===== src/hw/media_pkg.sv =====
//============================================================
// shared widths, addresses and encodings for the media
// loading side: cart loader, bios rom, backup ram, options
// every block pulls this in with a wildcard import
//============================================================
package media_pkg;

	// ========================================================
	// widths and addresses
	// ========================================================
	localparam int DL_ADDR_W   = 25;           // host download byte address
	localparam int MEM_ADDR_W  = 28;           // external memory word address
	localparam int BIOS_ADDR_W = 17;           // 128k byte bios
	localparam int BRAM_ADDR_W = 10;           // save ram, 16-bit words
	localparam int BK_SECTORS  = 4;            // sectors per backup transfer

	localparam logic [23:0] CART_BASE  = 24'h80_0000; // cart rom byte address
	localparam logic [6:0]  MEM_REGION = 7'b0110000;  // upper ext memory bits

	// checksum branch patch, beq turned into bra
	localparam logic [BIOS_ADDR_W-1:0] BIOS_PATCH_ADDR = 17'h0136E;
	localparam logic [7:0]             BIOS_PATCH_BYTE = 8'h60;

	// ========================================================
	// encodings
	// ========================================================
	// download slot from the host menu
	typedef enum logic [5:0] {
		IDX_BIOS     = 6'd0,
		IDX_CART     = 6'd1,
		IDX_BIOS_ALT = 6'd2
	} dl_index_e;

	// option register select
	typedef enum logic [0:0] {
		CFG_OPTIONS = 1'b0,   // bit0 patch enable, bit1 autosave
		CFG_COMMAND = 1'b1    // bit0 backup load, bit1 backup save
	} cfg_reg_e;

	// backup sequencer
	typedef enum logic [0:0] {
		BK_IDLE = 1'b0,
		BK_XFER = 1'b1
	} bk_state_e;

endpackage

===== src/hw/media_config.sv =====
//============================================================
// options register block
// host writes options and commands through cfg_wr/cfg_sel
// options persist as levels, commands leave as 1-cycle pulses
//============================================================
`timescale 1ns/1ps

module media_config (
	input  logic                 clk_sys,
	input  logic                 reset,
	input  logic                 cfg_wr,      // single cycle strobe
	input  media_pkg::cfg_reg_e  cfg_sel,
	input  logic [7:0]           cfg_data,
	output logic                 patch_en,
	output logic                 autosave,
	output logic                 bk_load_cmd,
	output logic                 bk_save_cmd
);
	import media_pkg::*;

	logic [1:0] options;    // {autosave, patch}
	logic       opt_wr;
	logic       cmd_wr;

	assign opt_wr = cfg_wr && (cfg_sel == CFG_OPTIONS);
	assign cmd_wr = cfg_wr && (cfg_sel == CFG_COMMAND);

	assign patch_en = options[0];
	assign autosave = options[1];

	always_ff @(posedge clk_sys) begin
		if (reset) begin
			options     <= 2'b00;
			bk_load_cmd <= 1'b0;
			bk_save_cmd <= 1'b0;
		end else begin
			// command bits never stick, one pulse per write
			bk_load_cmd <= cmd_wr && cfg_data[0];
			bk_save_cmd <= cmd_wr && cfg_data[1];
			if (opt_wr)
				options <= cfg_data[1:0];
		end
	end

endmodule


===== config.mk =====
export PLATFORM = sky130hd
export DESIGN_NAME = media_config
export DESIGN_NICKNAME = d
export VERILOG_FILES = /design/src/hw/media_pkg.sv /design/src/hw/media_config.sv
export SDC_FILE = /design/constraint.sdc
export NUM_CORES = 1
export LEC_CHECK = 0
export BUFFER_PORTS_ARGS = -buffer_cell sky130_fd_sc_hd__buf_2
export CAP_MARGIN = 20
export CORE_AREA = 3 3 40 42
export DETAILED_ROUTE_END_ITERATION = 8
export DIE_AREA = 0 0 43 45
export SLEW_MARGIN = 30
export SYNTH_ARGS = -nofsm -noshare
export SYNTH_HDL_FRONTEND = slang
export SYNTH_SLANG_ARGS = --single-unit

===== constraint.sdc =====
create_clock -name clk_sys -period 0.8 [get_ports clk_sys]
set_input_delay 0.12 -clock clk_sys [delete_from_list [all_inputs] [get_ports clk_sys]]
set_output_delay 0.12 -clock clk_sys [all_outputs]
set_load 0.01 [all_outputs]

==> run summary <==
The run finished with clean final reports. In this run switching power makes up 19.7% of total power. Summed over all nets, the half-perimeter wirelength after detailed placement is 285 um. For the number of violations reported at the end of detailed-routing iteration 0, the log shows 2. The first global-routing pass estimated 586 um of wire. Die area: 0.00194 sq mm. The overall power of the completed layout was 0.513 mW. The iteration count of the initial detailed-routing pass is 3, and the fraction of layout instances using a drive strength above 1 is 63.0%. The worst setup path is captured at a primary output. Total net switching power: 0.101 mW. The maximum level of the CTS H-tree was 1. The endpoint identified for the worst register-to-register timing path is options[0]$_SDFFE_PP0P_.

Clock root buffer master: sky130_fd_sc_hd__clkbuf_4. During I/O placement, the number of pins put on the boundary was 16. In the routed layout, each cell is associated on average with a via count of 3.57. VDD sags by at most 0.000452 V.

For the total clock buffers created by CTS, the log shows 3. Of all cell types, the one taking the most synthesized area is sky130_fd_sc_hd__dfxtp_1. The predominant post-synthesis flop cell is sky130_fd_sc_hd__dfxtp_1. The floorplan step defined a core boundary enclosing 0.00128 sq mm. The worst stage delay on the critical path came out at 310 ps.

The kind of cell with the highest combined delay along the critical path is flip-flops. Number of nets produced by synthesis: 25. For this run, design rule violations remaining after detail routing come to 0.

The die is 45 um tall. The number of logic stages on the critical path including buffering was 1; the number of cells traversed by the worst register-to-register path was 3. Setup repair after global routing could not meet its margin everywhere.

The synthesized design contains 4 register bits. The cell with the biggest individual delay on the critical path is sky130_fd_sc_hd__dfxtp_2. The total length of routed wires was 369 um; the count of flip-flops with a built-in enable after synthesis was 0. Fraction of power consumed by sequential logic: 41.6%. The final route contains 150 vias. The initial antenna violation count is 0. STA puts the critical path data arrival time at 660 ps. The count of different cell masters after synthesis is 6, and the share of flip-flops with an asynchronous set or reset is 0%. The run gives 140 ps as the worst-case register-to-register setup slack. Worst setup path endpoint: autosave. The initialized floorplan defines 13 standard-cell rows. STA classifies the critical path startpoint as a flip-flop.

The starting utilization of the core area was 11.8%; the highest fanout seen on the critical path was 2. The measured slew at the worst slew-check pin works out to 129 ps. Synthesized instance count: 13.

The most common cell in the synthesized netlist is sky130_fd_sc_hd__dfxtp_1. The internal power contribution is 0.412 mW, and the clock share of power is 47.1%. At the end of routability-driven placement, the weighted congestion stood at 0.690. The tools report the clock sink total as 4. The area growth from synthesis to layout is 77.7%. The smallest clock period supported by the final layout is computed as 778 ps. At the worst endpoint, the required time is 680 ps. The worst hold path belongs to the class primary input to flip-flop. In this run the mean area of a mapped cell was 11.6 sq um.

The detail route stage leaves a number of antenna-violating nets equal to 0. Traced cell by cell, the critical path runs through buf_6. The reported max-cap violation count was 0; the number of antenna cells inserted was 0. After clock tree synthesis, the clock-pin slew on the worst setup and hold paths is 40 ps.

The top cell type by area accounts for 52.9% of the synthesized area. The sum of buffers and inverters on the critical path is 1. The insertion delay of the later-clocked pin in the worst-skew pair is 230 ps, and the ratio of final minimum period to clock period is 97.3%. The worst register-to-register path begins at options[0]$_SDFFE_PP0P_. The tools report the worst hold slack as 174 ps.

TritonCTS built the clock tree. The wire length per cell after detailed routing is 8.79 um, and the cts-stage hold buffer count is 0. After synthesis the cells add up to 151 sq um.

The total overflow left after global routing is 0. The tools report the maximum clock skew at final layout as 0 ps. Sorting the synthesized cells by how often they occur yields sky130_fd_sc_hd__dfxtp_1 (4), sky130_fd_sc_hd__and4b_1 (2), sky130_fd_sc_hd__nand2b_1 (2), sky130_fd_sc_hd__nand4bb_1 (2), sky130_fd_sc_hd__o21ai_1 (2).

Dividing total power by cell area gives a power density of 1910 mW/mm^2. The clock passes through at most 2 buffers. Critical path startpoint: options[1]$_SDFFE_PP0P_.

The width of the die came out at 43 um. Critical path class: flip-flop to primary output. The via count of the first global-routing pass came out at 133. For this run, the top clock speed supported by timing is 1.28 GHz. The hold violation total from the final report came out at 0.

The worst pin sits at a relative slew slack of 91.4%. Yosys printed 0 warnings. Summed over all cells, the static leakage comes to 0.126 nW. Entering global routing, the biggest net connects 7 pins.

Setup violations remaining at the end of the flow were counted as 0. After synthesis, flip-flops and latches occupy 52.9% of the total area. Buffers placed on the I/O ports in this run total 9. The logs give 5.00% for the total routing usage reported by global routing and 0 for the max-slew violation count. In the post-synthesis netlist, the biggest area contributors are sky130_fd_sc_hd__dfxtp_1 (53%), sky130_fd_sc_hd__nand4bb_1 (15%), sky130_fd_sc_hd__and4b_1 (13%). Of the total power, combinational logic draws 11.3%. The net count of the finished layout is 41.
stage by stage:
step | util [%] | setup slack, ps | instance area [sq um] | cells | TNS, ps
after global routing | 20.9 | -1.53 | 269 | 42 | -1.53
after detailed placement | 16.7 | 195 | 215 | 37 | 0
after global placement | 16.7 | 205 | 215 | 37 | 0
final | 20.9 | 21.7 | 269 | 42 | 0
after floorplan | - | 225 | 151 | 13 | 0
after CTS | 19.7 | 9.41 | 253 | 40 | 0
placed cells by master, fill, tap and decap left out:
cell type / count
sky130_fd_sc_hd__buf_2: 7
sky130_fd_sc_hd__dfxtp_2: 3
sky130_fd_sc_hd__clkbuf_4: 3
sky130_fd_sc_hd__nand2b_1: 2
sky130_fd_sc_hd__nand4bb_1: 2
sky130_fd_sc_hd__o21ai_1: 2
sky130_fd_sc_hd__and4b_1: 2
sky130_fd_sc_hd__buf_6: 2
sky130_fd_sc_hd__buf_4: 2
sky130_fd_sc_hd__nor2b_1: 1
sky130_fd_sc_hd__dfxtp_1: 1
what timing repair did:
action | 4_1_cts | 5_1_grt
buffers inserted | 0 | 2
pin swaps | 0 | 0
gates resized for setup | 4 | 1
setup endpoints to repair | 2 | 3
power groups by stage:
stage               registers, mW  clock network [mW]  logic (mW)
floorplan                   0.218                   0      0.0143
global placement            0.214                   0      0.0449
detailed placement          0.214                   0      0.0460
CTS                         0.214               0.256      0.0512
global route                0.214               0.268      0.0650
finish                      0.213               0.242      0.0578
worst min-delay path by stage:
stage | from | cells after the start | slack, ps | end
floorplan | cfg_data[0] | 2 | 290 | options[0]$_SDFFE_PP0P_
global placement | cfg_data[1] | 3 | 420 | options[1]$_SDFFE_PP0P_
detailed placement | cfg_data[1] | 3 | 420 | options[1]$_SDFFE_PP0P_
CTS | cfg_data[1] | 3 | 160 | options[1]$_SDFFE_PP0P_
global route | cfg_data[0] | 3 | 200 | options[0]$_SDFFE_PP0P_
finish | cfg_data[1] | 3 | 170 | options[1]$_SDFFE_PP0P_
kinds of logic after synthesis:
family / Yosys count / share of synthesized area, %
compound gates: 2 / 6.61
flops: 4 / 52.9
simple gates: 7 / 40.5
layout make-up:
type,instances,area (sq um)
Clock buffer,3,22.5
Multi-Input combinational cell,9,71.3
Fill cell,144,1020
Tap cell,15,18.8
Sequential cell,4,83.8
Timing Repair Buffer,11,72.6
sequential cells by signal, indices dropped and copies added (netlist names):
signal / cells
options: 2
bk_load_cmd: 1
bk_save_cmd: 1
routing by layer:
metal / GRT usage (%) / part of all wire, % / up-vias
met4: 3.61 / 0 / 0
met1: 5.31 / 52 / 61
met3: 5.98 / 18 / 0
met5: 0 / 0 / -
li1: - / - / 79
met2: 5.09 / 29 / 10
(Power assumes the default switching activity.)
