[config.mk]
export PLATFORM = sky130hd
export DESIGN_NAME = cart_loader
export DESIGN_NICKNAME = d
export VERILOG_FILES = /design/src/hw/media_pkg.sv /design/src/hw/cart_loader.sv
export SDC_FILE = /design/constraint.sdc
export NUM_CORES = 1
export LEC_CHECK = 0
export BUFFER_PORTS_ARGS = -buffer_cell sky130_fd_sc_hd__clkbuf_2
export CAP_MARGIN = 40
export CORE_UTILIZATION = 35
export CTS_BUF_LIST = sky130_fd_sc_hd__clkbuf_8 sky130_fd_sc_hd__clkbuf_16
export DETAILED_ROUTE_END_ITERATION = 10
export HOLD_SLACK_MARGIN = 0.1
export PLACE_DENSITY = 0.72
export SLEW_MARGIN = 40
export SYNTH_ARGS = -nofsm -noshare
export SYNTH_HDL_FRONTEND = slang
export SYNTH_SLANG_ARGS = --single-unit
[constraint.sdc]
create_clock -name clk_sys -period 1.99 [get_ports clk_sys]
set_clock_uncertainty 0.2 [all_clocks]
set_input_delay 0.199 -clock clk_sys [delete_from_list [all_inputs] [get_ports clk_sys]]
set_output_delay 0.199 -clock clk_sys [all_outputs]
set_load 0.03 [all_outputs]
[src/hw/media_pkg.sv]
//============================================================
// shared widths, addresses and encodings for the media
// loading side: cart loader, bios rom, backup ram, options
// every block pulls this in with a wildcard import
//============================================================
package media_pkg;

	// ========================================================
	// widths and addresses
	// ========================================================
	localparam int DL_ADDR_W   = 25;           // host download byte address
	localparam int MEM_ADDR_W  = 28;           // external memory word address
	localparam int BIOS_ADDR_W = 17;           // 128k byte bios
	localparam int BRAM_ADDR_W = 10;           // save ram, 16-bit words
	localparam int BK_SECTORS  = 4;            // sectors per backup transfer

	localparam logic [23:0] CART_BASE  = 24'h80_0000; // cart rom byte address
	localparam logic [6:0]  MEM_REGION = 7'b0110000;  // upper ext memory bits

	// checksum branch patch, beq turned into bra
	localparam logic [BIOS_ADDR_W-1:0] BIOS_PATCH_ADDR = 17'h0136E;
	localparam logic [7:0]             BIOS_PATCH_BYTE = 8'h60;

	// ========================================================
	// encodings
	// ========================================================
	// download slot from the host menu
	typedef enum logic [5:0] {
		IDX_BIOS     = 6'd0,
		IDX_CART     = 6'd1,
		IDX_BIOS_ALT = 6'd2
	} dl_index_e;

	// option register select
	typedef enum logic [0:0] {
		CFG_OPTIONS = 1'b0,   // bit0 patch enable, bit1 autosave
		CFG_COMMAND = 1'b1    // bit0 backup load, bit1 backup save
	} cfg_reg_e;

	// backup sequencer
	typedef enum logic [0:0] {
		BK_IDLE = 1'b0,
		BK_XFER = 1'b1
	} bk_state_e;

endpackage
[src/hw/cart_loader.sv]
//============================================================
// cartridge loader
// turns the host 16-bit download into 64-bit external memory
// writes with lane enables, starting at the cart base address
// host is held in wait until each write is acknowledged
//============================================================
`timescale 1ns/1ps

module cart_loader (
	input  logic                                clk_sys,
	input  logic                                reset,
	input  logic                                dl_active,
	input  media_pkg::dl_index_e                dl_index,
	input  logic                                dl_wr,
	input  logic [media_pkg::DL_ADDR_W-1:0]     dl_addr,
	input  logic [15:0]                         dl_data,
	output logic [media_pkg::MEM_ADDR_W-1:0]    mem_addr,
	output logic [63:0]                         mem_din,
	output logic [7:0]                          mem_be,
	output logic                                mem_we,
	input  logic                                mem_ack,
	output logic                                dl_wait,
	output logic                                cart_busy
);
	import media_pkg::*;

	logic        cart_dl;       // cart slot download in progress
	logic        old_dl;
	logic [23:0] loader_addr;   // running byte address
	logic [15:0] data_q;        // word held for the write
	logic [15:0] data_bs;

	assign cart_dl = dl_active && (dl_index == IDX_CART);

	// host address not used, words arrive in order
	always_ff @(posedge clk_sys) begin
		if (reset) begin
			old_dl      <= 1'b0;
			cart_busy   <= 1'b0;
			mem_we      <= 1'b0;
			dl_wait     <= 1'b0;
			loader_addr <= CART_BASE;
		end else begin
			old_dl <= cart_dl;
			mem_we <= 1'b0;                    // strobe default
			if (!old_dl && cart_dl) begin      // start of download
				loader_addr <= CART_BASE;
				cart_busy   <= 1'b1;
			end
			if (old_dl && !cart_dl)
				cart_busy <= 1'b0;
			if (mem_we)
				loader_addr <= loader_addr + 24'd2;  // one word per write
			if (dl_wr && cart_dl) begin
				mem_we  <= 1'b1;
				dl_wait <= 1'b1;               // back-pressure until ack
			end else if (mem_ack) begin
				dl_wait <= 1'b0;
			end
		end
	end

	// payload, captured with the host strobe
	always_ff @(posedge clk_sys) begin
		if (dl_wr && cart_dl)
			data_q <= dl_data;
	end

	assign data_bs  = {data_q[7:0], data_q[15:8]};   // byte swap
	assign mem_din  = {4{data_bs}};                   // same word on every lane
	assign mem_addr = {MEM_REGION, loader_addr[23:3]};

	// lane enable from the word offset in the 64-bit line
	always_comb begin
		case (loader_addr[2:0])
			3'd0:    mem_be = 8'hC0;
			3'd2:    mem_be = 8'h30;
			3'd4:    mem_be = 8'h0C;
			3'd6:    mem_be = 8'h03;
			default: mem_be = 8'hFF;   // odd offset, not expected
		endcase
	end

endmodule

==> results.sh <==
export IMPL_worstSetupPathType="input port to flip-flop"
export IMPL_power_density_nw_per_um2=526.5
export IMPL_synth_edf_count=16
export IMPL_synth_area_um2=2466
export IMPL_finalCritPeriodShare_pct=96.82
export IMPL_synth_fa_ha_area_share_pct=2.943
export IMPL_die_w_um=85.94
export IMPL_cts_buffers=5
export IMPL_htree_levels=2
export IMPL_status="completed"
export IMPL_ys_seq_area_share_pct=41.40
export IMPL_worstSetupStartpoint="dl_index[1]"
export IMPL_fin_nets=391
export IMPL_drtIter0Drc=106
export IMPL_clock_sinks=43
export IMPL_die_y_um=85.94
export IMPL_synthSimpleGateAreaFrac_pct=16.79
export IMPL_finalWirelength_um=5597
export IMPL_synth_compound_area_share_pct=8.574
export IMPL_grt_pass1_wl_um=8238
export IMPL_yosysWarnings=0
export IMPL_synth_cell_type_count=42
export IMPL_final_antenna_net_count=0
export IMPL_arrival_ps=1970
export IMPL_finalMaxSlewViolations=0
export IMPL_reg2reg_depth=5
export IMPL_avgSynthCellArea_um2=9.747
export IMPL_synth_mux_area_share_pct=2.029
export IMPL_place_congestion=0.8407
export IMPL_firstDrtPassIters=4
export IMPL_period_needed_ps=1927
export IMPL_antenna_found_initial=0
export IMPL_design_area_um2=2990
export IMPL_synth_top_family_by_area="buffers and inverters"
export IMPL_drc=0
export IMPL_viasPerCell=4.578
export IMPL_hold_path_class="input port to flip-flop"
export IMPL_cp_required_ps=2040
export IMPL_via_count=1973
export IMPL_reg2reg_from="loader_addr[1]"
export IMPL_grt_max_degree=24
export IMPL_grt_use_total_pct=14.44
export IMPL_boundaryPins=155
export IMPL_leakage_nw=1.359
export IMPL_cts_tree="done"
export IMPL_rrSetupSlack_ps=150
export IMPL_ys_seq_elements=43
export IMPL_ys_flop_type="dfxtp_1"
export IMPL_fmax_ghz=0.5190
export IMPL_syn_to_final_growth_pct=21.26
export IMPL_hold_viol=0
export IMPL_start_kind="input port"
export IMPL_initial_utilization_pct=36.30
export IMPL_whs_ps=197.5
export IMPL_num_rows=30
export IMPL_synth_xor_area_share_pct=1.776
export IMPL_maxCapViolCount=0
export IMPL_design_core_area_um2=6794
export IMPL_endpoint_kind="flip-flop"
export IMPL_hold_depth=5
export IMPL_antenna_diode_count=0
export IMPL_hp_start="dl_index[3]"
export IMPL_root_buffer="clkbuf_8"
export IMPL_gr_total_overflow=0
export IMPL_synth_cells=253
export IMPL_setup_viol_count_final=0
export IMPL_worstHoldEndpoint="cart_busy"
export IMPL_grt_pass1_vias=1697
export IMPL_drive_gt1_share_pct=45.67
export IMPL_placed_cell_area_um2=2684
export IMPL_avgRoutedWirePerCell_um=12.99
export IMPL_io_buffers=122
export IMPL_r2r_end="loader_addr[21]"
export IMPL_crit_fanout=2
export IMPL_final_util_pct=44.01
export IMPL_fillCellCount=649
export IMPL_clk_latency_ps=290
export IMPL_async_flop_share_pct=0
export IMPL_vdd_drop_max_uv=260.7
export IMPL_dpl_hpwl_um=4106
export IMPL_cts_buffer_depth=2
export IMPL_dieArea_um2=7386
export IMPL_path_clk_slew_ps=90
final cells by class:
type / instances / area [um2] / share of cell area, %
clock buffer: 5 / 68.82 / 2.301
clock inverter: 3 / 16.27 / 0.5439
inverter: 7 / 26.28 / 0.8787
multi-input combinational: 124 / 829.5 / 27.74
sequential: 43 / 1021 / 34.14
tap: 96 / 120.1 / 4.017
timing repair buffer: 153 / 908.4 / 30.38
sequential cells by signal, indices dropped and copies added, names as in the netlist:
signal and flops:
loader_addr 23, data_q 16, cart_busy 1, dl_wait 1, mem_we 1, old_dl 1
cell usage in the layout, fill, tap and decap left out, types with 2 or more instances in the layout:
master	n
nor3_2	2
conb_1	7
nor4b_2	2
nor3_1	2
nand2_1	12
clkbuf_2	122
xnor2_1	4
o31ai_1	2
dlygate4sd3_1	21
nand3_1	11
or3_1	2
or2_2	4
clkbuf_8	5
nand4_1	7
and4_1	3
a21oi_1	8
and3_1	5
o41ai_1	4
o21ai_0	4
mux2i_1	5
and2_1	2
o211ai_1	3
a41oi_1	2
nor2_1	11
nor4_1	2
dfxtp_1	27
ha_1	5
inv_1	8
o311ai_1	3
buf_4	9
edfxtp_1	16
critical path, cell delays in order:
cell and delay (ps):
dlygate4sd3_1 530, clkbuf_2 130, nor3b_2 210, nand2_1 100, dlygate4sd3_1 560, nor2_1 100, and2_1 130
per-stage QoR:
step	setup TNS (ps)	std cells	worst slack (ps)	total power, mW
final	0	431	63.19	1.574
after global routing	-25.60	431	-25.60	1.652
after CTS	0	431	45.22	1.596
after detailed placement	0	402	157.7	1.019
after global placement	0	402	212.3	1.017
after floorplan	0	258	78.92	0.9959
power by group:
group          leakage (nW)  internal (mW)  switching [mW]
sequential            0.361          0.911         0.00144
clock                0.0453          0.241           0.303
combinational         0.952         0.0556          0.0624
total                  1.36           1.21           0.367
how the worst max path moves through the flow:
stage	endpoint	slack, ps
2_1_floorplan	loader_addr[19]	80
3_3_place_gp	loader_addr[19]	210
3_5_place_dp	loader_addr[21]	160
4_1_cts	mem_we	50
5_1_grt	mem_we	-30
6_report	mem_we	60
Yosys cell counts (all sizes together) (4+ instances only):
library cell  instances  share of area (%)
nand4                 8                2.3
o41ai                 4                1.4
nor2                 11                1.7
ha                    5                2.5
o21ai                 4               0.81
nand2                12                1.8
buf                  81                 25
mux2i                 5                2.0
inv                   7                1.1
or2                   4                1.0
xnor2                 4                1.4
nand3                11                2.2
a21oi                 8                1.6
nor3                  4                1.2
and3                  5                1.3
edfxtp               16                 19
dfxtp                27                 22
routing by layer:
layer	vias up	wire (um)	global-route usage, %
met1	910	2365	16.71
li1	968	-	-
met5	-	0	0
met3	2	367	3.850
met2	93	2829	25.69
met4	0	35	4.848
logic make-up (layout without fill, tap and decap cells):
logic type,count (synthesis),after routing
AOI/OAI and AO/OA,30,30
xor gates and xnor gates,5,5
adders and majority gates,6,6
buffers and inverters,91,168
DFF,43,43
muxes,5,5
other,2,7
and+or+nand+nor,71,71
what timing repair did:
action | in CTS | in global routing
endpoints found under the setup margin | 0 | 6
buffers inserted | 0 | 0
resized for setup | 0 | 2
hold buffers | 21 | 0
endpoints found under the hold margin | 19 | 0
Note: power is estimated with default switching activity, not from simulation.
